<file path="config.mk">
export PLATFORM = sky130hd
export DESIGN_NAME = prefetch_buffer
export DESIGN_NICKNAME = d
export VERILOG_FILES = /design/src/common/prefetch_pkg.sv /design/src/source/instr_obi_adapter.sv /design/src/prefetch/fetch_fifo.sv /design/src/prefetch/prefetch_ctrl.sv /design/src/prefetch/prefetch_buffer.sv
export SDC_FILE = /design/constraint.sdc
export NUM_CORES = 1
export LEC_CHECK = 0
export ABC_AREA = 0
export BUFFER_PORTS_ARGS = -buffer_cell sky130_fd_sc_hd__clkbuf_2
export CAP_MARGIN = 20
export CORE_ASPECT_RATIO = 0.75
export CORE_MARGIN = 2
export CORE_UTILIZATION = 35
export DETAILED_ROUTE_END_ITERATION = 16
export PLACE_DENSITY = 0.62
export SETUP_SLACK_MARGIN = 0.4
export SLEW_MARGIN = 30
export SYNTH_ARGS = -nofsm -noshare
export SYNTH_HDL_FRONTEND = slang
export SYNTH_HIERARCHICAL = 1
export SYNTH_SLANG_ARGS = --single-unit
</file>
<file path="constraint.sdc">
create_clock -name clk -period 5.2 [get_ports clk]
set_clock_uncertainty 0.05 [all_clocks]
set_input_delay 1.04 -clock clk [delete_from_list [all_inputs] [get_ports clk]]
set_output_delay 1.04 -clock clk [all_outputs]
set_load 0.02 [all_outputs]
</file>
<file path="src/common/prefetch_pkg.sv">
// Address and instruction types, bus and fetch structs, FSM state types, fetch step
package prefetch_pkg;

  ////////////////////////////////
  // Basic word types
  ////////////////////////////////

  // Byte address on the instruction bus
  typedef logic [31:0] addr_t;

  // One instruction word
  typedef logic [31:0] instr_t;

  // Address step between sequential fetches
  localparam int unsigned WORD_BYTES = 4;

  ////////////////////////////////
  // Bus structs
  ////////////////////////////////

  // Request phase toward memory
  typedef struct packed {
    logic  req;
    addr_t addr;
  } obi_req_t;

  // Grant plus response phase from memory
  typedef struct packed {
    logic   gnt;
    logic   rvalid;
    instr_t rdata;
  } obi_rsp_t;

  ////////////////////////////////
  // Fetch stage structs
  ////////////////////////////////

  // Redirect from the fetch stage
  typedef struct packed {
    logic  taken;
    addr_t target;
  } branch_t;

  // Instruction handed to the fetch stage
  typedef struct packed {
    logic   valid;
    instr_t instr;
  } fetch_t;

  // Controller FSM
  typedef enum logic {IDLE, BRANCH_WAIT} pf_state_e;

  // Bus adapter FSM
  typedef enum logic {TRANSPARENT, REGISTERED} adapter_state_e;

endpackage

</file>
<file path="src/source/instr_obi_adapter.sv">
// Bus adapter that forwards transactions and holds an ungranted request stable
module instr_obi_adapter
  import prefetch_pkg::*;
(
  input  logic     clk,
  input  logic     rst_n,

  // Transaction side
  input  logic     trans_valid_i,
  output logic     trans_ready_o,
  input  addr_t    trans_addr_i,
  output logic     resp_valid_o,
  output instr_t   resp_rdata_o,

  // Bus side
  output obi_req_t obi_req_o,
  input  obi_rsp_t obi_rsp_i
);

  adapter_state_e state_q;
  adapter_state_e next_state;

  // Captured address of a waiting request
  addr_t          addr_q;
  logic           capture;

  ////////////////////////////////
  // Request phase
  ////////////////////////////////

  always_comb begin
    next_state    = state_q;
    trans_ready_o = 1'b0;
    capture       = 1'b0;
    obi_req_o     = '0;
    case (state_q)
      TRANSPARENT: begin
        // Pass the request straight through
        trans_ready_o  = 1'b1;
        obi_req_o.req  = trans_valid_i;
        obi_req_o.addr = trans_addr_i;
        // No grant yet, freeze it for the next cycles
        if (trans_valid_i && !obi_rsp_i.gnt) begin
          capture    = 1'b1;
          next_state = REGISTERED;
        end
      end
      REGISTERED: begin
        // Controller address may move, the bus keeps the old one
        obi_req_o.req  = 1'b1;
        obi_req_o.addr = addr_q;
        if (obi_rsp_i.gnt) begin
          next_state = TRANSPARENT;
        end
      end
      default: begin
        next_state = TRANSPARENT;
      end
    endcase
  end

  always_ff @(posedge clk or negedge rst_n) begin
    if (!rst_n) begin
      state_q <= TRANSPARENT;
    end else begin
      state_q <= next_state;
    end
  end

  always_ff @(posedge clk) begin
    if (capture) begin
      addr_q <= trans_addr_i;
    end
  end

  ////////////////////////////////
  // Response phase
  ////////////////////////////////

  // Responses arrive in order and need no buffering here
  assign resp_valid_o = obi_rsp_i.rvalid;
  assign resp_rdata_o = obi_rsp_i.rdata;

endmodule

</file>
<file path="src/prefetch/fetch_fifo.sv">
// Circular instruction FIFO with push, pop, single-cycle flush and occupancy count
module fetch_fifo
  import prefetch_pkg::*;
#(
  parameter int unsigned FIFO_DEPTH = 4,
  localparam int unsigned PTR_W = (FIFO_DEPTH > 1) ? $clog2(FIFO_DEPTH) : 1,
  localparam int unsigned CNT_W = PTR_W + 1
) (
  input  logic             clk,
  input  logic             rst_n,
  input  logic             push_i,
  input  logic             pop_i,
  input  logic             flush_i,
  input  instr_t           wdata_i,
  output instr_t           rdata_o,
  output logic [CNT_W-1:0] cnt_o,
  output logic             empty_o
);

  // Storage
  instr_t           mem_q [FIFO_DEPTH];

  logic [PTR_W-1:0] rd_ptr_q;
  logic [PTR_W-1:0] wr_ptr_q;
  logic [CNT_W-1:0] cnt_q;

  logic             do_push;
  logic             do_pop;

  // Step a pointer with wrap at the last entry
  function automatic logic [PTR_W-1:0] ptr_next(input logic [PTR_W-1:0] ptr);
    logic [PTR_W-1:0] nxt;
    if (ptr == PTR_W'(FIFO_DEPTH - 1)) begin
      nxt = '0;
    end else begin
      nxt = ptr + 1'b1;
    end
    return nxt;
  endfunction

  ////////////////////////////////
  // Control
  ////////////////////////////////

  // Flush wins over push and pop
  assign do_push = push_i && !flush_i && (cnt_q < FIFO_DEPTH);
  assign do_pop  = pop_i && !flush_i && (cnt_q != '0);

  always_ff @(posedge clk or negedge rst_n) begin
    if (!rst_n) begin
      rd_ptr_q <= '0;
      wr_ptr_q <= '0;
      cnt_q    <= '0;
    end else if (flush_i) begin
      // Drop all entries at once
      rd_ptr_q <= '0;
      wr_ptr_q <= '0;
      cnt_q    <= '0;
    end else begin
      if (do_push) begin
        wr_ptr_q <= ptr_next(wr_ptr_q);
      end
      if (do_pop) begin
        rd_ptr_q <= ptr_next(rd_ptr_q);
      end
      // Count unchanged on simultaneous push and pop
      case ({do_push, do_pop})
        2'b10:   cnt_q <= cnt_q + 1'b1;
        2'b01:   cnt_q <= cnt_q - 1'b1;
        default: cnt_q <= cnt_q;
      endcase
    end
  end

  ////////////////////////////////
  // Data path
  ////////////////////////////////

  always_ff @(posedge clk) begin
    if (do_push) begin
      mem_q[wr_ptr_q] <= wdata_i;
    end
  end

  // Head of queue
  assign rdata_o = mem_q[rd_ptr_q];
  assign cnt_o   = cnt_q;
  assign empty_o = (cnt_q == '0);

endmodule

</file>
<file path="src/prefetch/prefetch_ctrl.sv">
// Prefetch controller with request generation, branch FSM, outstanding and flush counters
module prefetch_ctrl
  import prefetch_pkg::*;
#(
  parameter int unsigned FIFO_DEPTH = 4,
  // Occupancy counters need one bit more than a pointer
  localparam int unsigned CNT_W = ((FIFO_DEPTH > 1) ? $clog2(FIFO_DEPTH) : 1) + 1
) (
  input  logic             clk,
  input  logic             rst_n,

  // Fetch stage side
  input  logic             req_i,
  input  branch_t          branch_i,
  input  logic             fetch_ready_i,
  output logic             fetch_valid_o,
  output logic             busy_o,

  // Transaction side toward the bus adapter
  output logic             trans_valid_o,
  input  logic             trans_ready_i,
  output addr_t            trans_addr_o,
  input  logic             resp_valid_i,

  // FIFO control
  output logic             fifo_push_o,
  output logic             fifo_pop_o,
  output logic             fifo_flush_o,
  input  logic [CNT_W-1:0] fifo_cnt_i,
  input  logic             fifo_empty_i
);

  pf_state_e        state_q;
  pf_state_e        next_state;

  // Transactions accepted but not yet answered
  logic [CNT_W-1:0] cnt_q;
  logic [CNT_W-1:0] next_cnt;

  // Wrong-path responses still to be dropped
  logic [CNT_W-1:0] flush_cnt_q;
  logic [CNT_W-1:0] next_flush_cnt;

  // Last address handed to the adapter
  addr_t            trans_addr_q;
  addr_t            trans_addr_incr;
  addr_t            aligned_target;

  logic [CNT_W-1:0] fifo_cnt_masked;
  // Sum of buffered and outstanding words, one bit wider against overflow
  logic [CNT_W:0]   occupancy;
  logic             trans_accept;
  logic             flushing;

  ////////////////////////////////
  // Request generation
  ////////////////////////////////

  // Word fetches only
  assign aligned_target  = {branch_i.target[31:2], 2'b00};
  assign trans_addr_incr = {trans_addr_q[31:2], 2'b00} + addr_t'(WORD_BYTES);

  // A branch flushes the FIFO this cycle so its entries free up at once
  assign fifo_cnt_masked = branch_i.taken ? '0 : fifo_cnt_i;
  assign occupancy       = fifo_cnt_masked + cnt_q;

  // Never ask for more than the FIFO can absorb
  assign trans_valid_o = req_i && (occupancy < FIFO_DEPTH);
  assign trans_accept  = trans_valid_o && trans_ready_i;

  assign busy_o = (cnt_q != '0) || trans_valid_o;

  ////////////////////////////////
  // Address FSM
  ////////////////////////////////

  always_comb begin
    next_state   = state_q;
    trans_addr_o = trans_addr_q;
    case (state_q)
      IDLE: begin
        // Branch target wins over sequential prefetch
        if (branch_i.taken) begin
          trans_addr_o = aligned_target;
        end else begin
          trans_addr_o = trans_addr_incr;
        end
        // Target not taken by the adapter yet, replay it
        if (branch_i.taken && !trans_accept) begin
          next_state = BRANCH_WAIT;
        end
      end
      BRANCH_WAIT: begin
        // A newer branch overrides the pending target
        trans_addr_o = branch_i.taken ? aligned_target : trans_addr_q;
        if (trans_accept) begin
          next_state = IDLE;
        end
      end
      default: begin
        next_state = IDLE;
      end
    endcase
  end

  ////////////////////////////////
  // Fetch and FIFO control
  ////////////////////////////////

  // Old responses are being dropped
  assign flushing = branch_i.taken || (flush_cnt_q != '0);

  // FIFO head or a response falling through
  assign fetch_valid_o = (!fifo_empty_i || resp_valid_i) && !flushing;

  // Buffer a response unless it goes straight to the fetch stage
  assign fifo_push_o  = resp_valid_i && (!fifo_empty_i || !fetch_ready_i) && !flushing;
  assign fifo_pop_o   = !fifo_empty_i && fetch_ready_i;
  assign fifo_flush_o = branch_i.taken;

  ////////////////////////////////
  // Counters
  ////////////////////////////////

  // Up on accept, down on response
  always_comb begin
    case ({trans_accept, resp_valid_i})
      2'b10:   next_cnt = cnt_q + 1'b1;
      2'b01:   next_cnt = cnt_q - 1'b1;
      default: next_cnt = cnt_q;
    endcase
  end

  always_comb begin
    next_flush_cnt = flush_cnt_q;
    if (branch_i.taken) begin
      // Everything in flight belongs to the old path
      next_flush_cnt = cnt_q;
      // A response in this very cycle is already dropped
      if (resp_valid_i && (cnt_q != '0)) begin
        next_flush_cnt = cnt_q - 1'b1;
      end
    end else if (resp_valid_i && (flush_cnt_q != '0)) begin
      next_flush_cnt = flush_cnt_q - 1'b1;
    end
  end

  always_ff @(posedge clk or negedge rst_n) begin
    if (!rst_n) begin
      state_q      <= IDLE;
      cnt_q        <= '0;
      flush_cnt_q  <= '0;
      trans_addr_q <= '0;
    end else begin
      state_q     <= next_state;
      cnt_q       <= next_cnt;
      flush_cnt_q <= next_flush_cnt;
      // Remember the target or the address just accepted
      if (branch_i.taken || trans_accept) begin
        trans_addr_q <= trans_addr_o;
      end
    end
  end

endmodule

</file>
<file path="src/prefetch/prefetch_buffer.sv">
// Prefetch buffer top with controller, instruction FIFO and bus adapter
module prefetch_buffer
  import prefetch_pkg::*;
#(
  parameter int unsigned FIFO_DEPTH = 4
) (
  input  logic     clk,
  input  logic     rst_n,

  // Fetch stage
  input  logic     req_i,
  input  branch_t  branch_i,
  input  logic     fetch_ready_i,
  output fetch_t   fetch_o,
  output logic     busy_o,

  // Instruction memory
  output obi_req_t obi_req_o,
  input  obi_rsp_t obi_rsp_i
);

  localparam int unsigned CNT_W = ((FIFO_DEPTH > 1) ? $clog2(FIFO_DEPTH) : 1) + 1;

  // Controller to adapter
  logic             trans_valid;
  logic             trans_ready;
  addr_t            trans_addr;
  logic             resp_valid;
  instr_t           resp_rdata;

  // Controller to FIFO
  logic             fifo_push;
  logic             fifo_pop;
  logic             fifo_flush;
  logic [CNT_W-1:0] fifo_cnt;
  logic             fifo_empty;
  instr_t           fifo_rdata;
  logic             fetch_valid;

  prefetch_ctrl #(
    .FIFO_DEPTH(FIFO_DEPTH)
  ) u_ctrl (
    .clk          (clk),
    .rst_n        (rst_n),
    .req_i        (req_i),
    .branch_i     (branch_i),
    .fetch_ready_i(fetch_ready_i),
    .fetch_valid_o(fetch_valid),
    .busy_o       (busy_o),
    .trans_valid_o(trans_valid),
    .trans_ready_i(trans_ready),
    .trans_addr_o (trans_addr),
    .resp_valid_i (resp_valid),
    .fifo_push_o  (fifo_push),
    .fifo_pop_o   (fifo_pop),
    .fifo_flush_o (fifo_flush),
    .fifo_cnt_i   (fifo_cnt),
    .fifo_empty_i (fifo_empty)
  );

  fetch_fifo #(
    .FIFO_DEPTH(FIFO_DEPTH)
  ) u_fifo (
    .clk    (clk),
    .rst_n  (rst_n),
    .push_i (fifo_push),
    .pop_i  (fifo_pop),
    .flush_i(fifo_flush),
    .wdata_i(resp_rdata),
    .rdata_o(fifo_rdata),
    .cnt_o  (fifo_cnt),
    .empty_o(fifo_empty)
  );

  instr_obi_adapter u_adapter (
    .clk          (clk),
    .rst_n        (rst_n),
    .trans_valid_i(trans_valid),
    .trans_ready_o(trans_ready),
    .trans_addr_i (trans_addr),
    .resp_valid_o (resp_valid),
    .resp_rdata_o (resp_rdata),
    .obi_req_o    (obi_req_o),
    .obi_rsp_i    (obi_rsp_i)
  );

  // Empty FIFO lets the response fall through
  assign fetch_o = fetch_t'{valid: fetch_valid, instr: fifo_empty ? resp_rdata : fifo_rdata};

endmodule

</file>
# After elaboration in Yosys (flattened, before gate mapping)
# Memories as Yosys holds them, arrays and structs flattened.
# Index checks and enable logic that the tools add are counted.
[classes]
n_addsub = 9
magnitude_cmp = 2
n_eq_ne = 6
mux = 28
n_bitwise = 2
reduce_logical = 34
[op_table]
columns = ["cell", "count"]
rows = [
  ["$mux W32", 3],
  ["$pmux W33 S2", 1],
  ["$pmux W32 S2", 1],
  ["$add A32 B3 Y32 const B", 1],
  ["$mux W3", 5],
  ["$logic_and A1 B1 Y1", 14],
  ["$mux W2", 6],
  ["$pmux W3 S2", 2],
  ["$reduce_bool A3 Y1", 4],
  ["$sub A3 B1 Y3 const B", 3],
  ["$eq A2 B2 Y1 const B", 4],
  ["$mux W1", 8],
  ["$reduce_bool A2 Y1", 4],
  ["$add A3 B1 Y3 const B", 2],
  ["$logic_not A1 Y1", 6],
  ["$logic_or A1 B1 Y1", 5],
  ["$add A2 B1 Y2 const B", 2],
  ["$add A3 B3 Y4", 1],
  ["$eq A2 B1 Y1 const B", 2],
  ["$lt A4 B3 Y1 const B", 1],
  ["$pmux W1 S2", 2],
  ["$logic_not A3 Y1", 1],
  ["$lt A3 B3 Y1 const B", 1],
  ["$not A1 Y1", 2],
]
[totals]
regBits = 79
ramBits = 128
in_bits = 71
output_inout_bits = 67
wordCells = 91
mem_count = 1
[memory_table]
columns = ["name", "words", "width", "rd", "rd_ports_with_merged_regs", "write_ports", "line", "text"]
rows = [
  ["u_fifo.mem_q", 4, 32, 1, 0, 1, "fetch_fifo.sv:21", "instr_t mem_q [FIFO_DEPTH];"],
]

# Logic depth before layout (Yosys ltp)
[depth]
word_depth = 10
depth_mapped = 14
depth_no_buf = 12

# Modules after synthesis
# The synthesis kept the hierarchy.
[modules_own_cells]
columns = ["module", "instances", "cells_each", "area_each_um2", "seq_area_each_um2"]
rows = [
  ["fetch_fifo", 1, 226, 5245.0, 4018.9],
  ["prefetch_ctrl", 1, 344, 3175.5, 975.9],
  ["instr_obi_adapter", 1, 106, 1781.7, 985.9],
  ["prefetch_buffer", 1, 37, 551.8, 0.0],
]

# Worst setup path after synthesis
# Ideal clock, no wire load.
[synth_timing]
path_type = "in2reg"
from = "in branch_i[32] (netlist name)"
to = "reg u_adapter.addr_q[0], enable pin"
setup_time_ns = 0.468
arrival_ns = 5.038
required_ns = 4.682
path_slack_ns = -0.356
path_stages = 8
path_buffers = 3
cell_sequence = "buf_4 -> clkbuf_1 -> clkbuf_1 -> nor2b_1 -> ha_1 -> and4b_1 -> nor4_1 -> nor3b_1"
[synth_via]
elab_chain_cells = 7
[synth_rtl]
columns = ["element", "line", "text"]
rows = [
  ["start: declaration", "prefetch_buffer.sv:12", "input branch_t branch_i,"],
  ["$mux W3", "prefetch_ctrl.sv:64", "assign fifo_cnt_masked = branch_i.taken ? '0 : fifo_cnt_i;"],
  ["$add A3 B3 Y4", "prefetch_ctrl.sv:65", "assign occupancy = fifo_cnt_masked + cnt_q;"],
  ["$lt A4 B3 Y1", "prefetch_ctrl.sv:68", "assign trans_valid_o = req_i && (occupancy < FIFO_DEPTH);"],
  ["$logic_and A1 B1 Y1", "prefetch_ctrl.sv:68", ""],
  ["via trans_valid", "prefetch_buffer.sv:25", "logic trans_valid;"],
  ["$logic_and A1 B1 Y1", "instr_obi_adapter.sv:43", "if (trans_valid_i && !obi_rsp_i.gnt) begin"],
  ["$mux W1", "instr_obi_adapter.sv:43", ""],
  ["$mux W1", "instr_obi_adapter.sv:36", "case (state_q)"],
  ["via u_adapter.capture", "instr_obi_adapter.sv:25", "logic capture;"],
  ["end signal: assignment", "instr_obi_adapter.sv:72", "addr_q <= trans_addr_i;"],
  ["end: declaration", "instr_obi_adapter.sv:24", "addr_t addr_q;"],
]
# The timed path passes the listed nets, and every way through them passes these cells.
# A chain may end at the register's enable or synchronous reset.

==> qor.yml <==
status:
  status: "completed"
clock_tree:
  hold_buffers: 0
  clk_pin_slew_worst_paths_ns: 0.06
  ctsLongestPathBuffers: 3
  cts_tree: "done"
  h-tree-depth: 1
  cts_setup_buffers: 0
  root_buffer: "clkbuf_16"
  numClockSinks: 207
  clk_latency_ns: 0.51
  cts_made_buffers: 23
  cts_resized: 0
yosys:
  synth-seq-area-share_pct: 55.6
  postSynthCellCount: 713
  synth_compound_area_share_pct: 2.42
  avgSynthCellArea_sq_um: 15.1
  synth_edf_count: 160
  synth_top_area_share_pct: 44.7
  ys.flop_type: "edfxtp_1"
  synth-async-reset-ratio_pct: 22.7
  synth_fa_ha_area_share_pct: 1.82
  synth_top_family_by_area: "multiplexers"
  syn-cell-area_sq_um: 10800
  syn_nets: 799
  yosysWarnings: 6
  synthTopCellsByArea: "edfxtp_1 45%, dfrtp_1 11%, mux2_4 7.8%, mux2_2 5.7%, mux4_1 4.4%"
  yosys.area_share.simple_pct: 8.90
  yosys.area.top_type: "edfxtp_1"
  synth_seq_cells: 207
  ys_types: 68
  synth_common_cells: "160 x edfxtp_1, 56 x mux2_4, 54 x mux2_2"
  yosysMostFrequentCell: "edfxtp_1"
  synthMuxAreaShare_pct: 21.3
  synth_xor_area_share_pct: 4.24
worst_setup_path:
  required_ns: 4.11
  crit_type: "reg2out"
  startpoint: "u_ctrl/state_q"
  path_max_fanout: 12
  worstPathArrival_ns: 3.36
  crit_slowest_cell: "nor3_1"
  regToRegSetupSlack_ns: 1.88
  start_kind: "register"
  end_kind: "output port"
  slowest_delay_ns: 0.56
  crit_top_cell: "nor3_1"
  path_cells: "nand4b_4 > nor3_1 > nand2_1 > nor3_1 > xor2_1 > mux2_2 > mux2_4 > clkbuf_2"
  rr_startpoint: "u_fifo/cnt_o[0]"
worst_hold_path:
  min_from: "u_ctrl/trans_addr_q[0]"
  worstHoldPathType: "reg2reg"
power_and_ir_drop:
  p_seq_share_pct: 43.2
  intPower_mw: 3.34
  switching_power_mw: 1.38
  ir_drop_uv: 252
  swShare_pct: 29.2
  power_mw: 4.72
  p_comb_share_pct: 22.0
  leakagePower_nw: 4.68
  power.density_nw_per_um2: 385
  power_frac_clock_pct: 34.8
global_routing:
  grt_antenna_before_repair: 0
  track_usage_pct: 13.5
  overflow: 0
  grt_pass1_wl_microns: 33900
  grt_max_degree: 53
  grt_pass1_vias: 6011
sta:
  timing.final.crit_share_pct: 85.6
  rsz0062_at_grt: "no"
  finalSetupTns_ns: 0
  fmax_ghz: 0.225
  final_hold_viol_count: 0
  worstMarginPinSlew_ns: 0.929
  timing.final.setup_violations: 0
  finalMaxSlewViolations: 0
  period_minus_slack_ns: 4.45
  slew_headroom_pct: 38.1
floorplanning:
  initial_utilization_pct: 35.6
  rows: 55
  die_height_microns: 156
  design.core.area_sq_um: 30200
  die-area_sq_um: 32200
  fp.dieW_microns: 206
  ios: 138
drt:
  drcViolationCount: 0
  detail_route.wl_per_cell_microns: 17.6
  dr.pass1.iters: 4
  postRouteAntennaNets: 0
  drt-total-wl_microns: 21700
  routed_via_density: 4.89
  drt_iter0_drc: 366
  vias: 6008
cells_and_area:
  syn_to_final_growth_pct: 13.9
  num_antenna_cells: 0
  drive_gt1_share_pct: 40.0
  final_nets: 899
placed_design:
  port_buffers: 135
  place_congestion: 0.749
  place_hpwl_microns: 14000
flow_run:
  drv_cap: 0
-- kinds of logic (layout without fill, tap and decap cells) --
kind of cell             Yosys count  in the layout
XOR/XNOR                          52             52
multiplexers                     147            147
AND/OR/NAND/NOR                  165            165
flip-flops                       207            207
AO/OA/AOI/OAI                     41             41
buffers and inverters             86            202
adder cells (fa/ha/maj)           15             15
-- state kept, by name, indices dropped and copies added (netlist names) --
register	cells
u_ctrl/flush_cnt_q	3
u_adapter/state_q	1
u_ctrl/cnt_q	3
u_ctrl/trans_addr_q	32
u_fifo/wr_ptr_q	2
u_fifo/mem_q	128
u_fifo/cnt_o	3
u_adapter/addr_q	32
u_fifo/rd_ptr_q	2
u_ctrl/state_q	1
-- per-stage QoR --
stage / setup slack [ns] / area [sq um] / cells / hold slack, ns / utilization, %
after floorplan: 0.774 / 10800 / 713 / 0.462 / -
after global placement: 1.02 / 11400 / 1185 / 0.474 / 37.9
after detailed placement: 0.986 / 11400 / 1185 / 0.484 / 37.9
after CTS: 0.768 / 12200 / 1226 / 0.493 / 40.4
after global routing: 0.478 / 12300 / 1228 / 0.503 / 40.6
final: 0.747 / 12300 / 1228 / 0.488 / 40.6
-- area by class of cell --
cell class,count,area [sq um]
well taps,399,499
flip-flops and latches,207,5980
clock buffers,24,579
repair buffers,144,771
clock inverters,17,183
fillers,2815,18000
multi-input cells,420,4170
inverters,17,63.8
-- routing by layer --
layer | share of wire [%] | vias up | global-route usage [%]
li1 | - | 2845 | -
met1 | 49 | 3001 | 19.9
met2 | 43 | 126 | 19.7
met3 | 5.1 | 36 | 2.80
met4 | 2.7 | 0 | 4.25
met5 | 0 | - | 0
-- cells in the final DEF (no fill, tap or decap), types with 5 or more instances in the layout --
cell	instances
mux2_4	56
clkbuf_2	134
nand3_1	13
o21ai_0	14
nor2_1	33
nand2b_1	7
mux4_2	14
nand4_1	9
nor2b_1	7
nand2_1	33
dfrtp_1	45
mux2_2	54
xor2_1	27
inv_1	15
ha_1	14
edfxtp_1	160
a21oi_1	9
nor3b_1	6
xnor2_1	25
mux2i_1	5
clkinvlp_4	5
nor3_1	20
buf_4	8
mux4_1	18
clkbuf_16	23
-- worst paths after layout --
path / endpoint / cells after the start
max in group asynchronous: u_fifo/rd_ptr_q[0] / 2
min reg2reg: u_ctrl/trans_addr_q[0] / 1
min: u_ctrl/trans_addr_q[0] / 1
max reg2reg: u_fifo/mem_q[1][13] / 8
min in group asynchronous: u_ctrl/trans_addr_q[7] / 2
max: obi_req_o[27] / 8
-- worst max-delay path: cells and delay by family, from the launching register on --
family,cells,cell delay [ns]
flip-flops,1,0.55
multiplexers,2,0.56
XOR/XNOR,1,0.10
AND/OR/NAND/NOR,4,1.48
buffers and inverters,1,0.15
-- power by group through the flow --
stage	sequential, mW	clock [mW]	combinational, mW
floorplan	2.02	0	0.869
global placement	2.07	0	1.04
detailed placement	2.07	0	1.05
CTS	2.04	1.70	1.06
global route	2.06	1.77	1.14
finish	2.04	1.64	1.04
(Power assumes the default switching activity.)
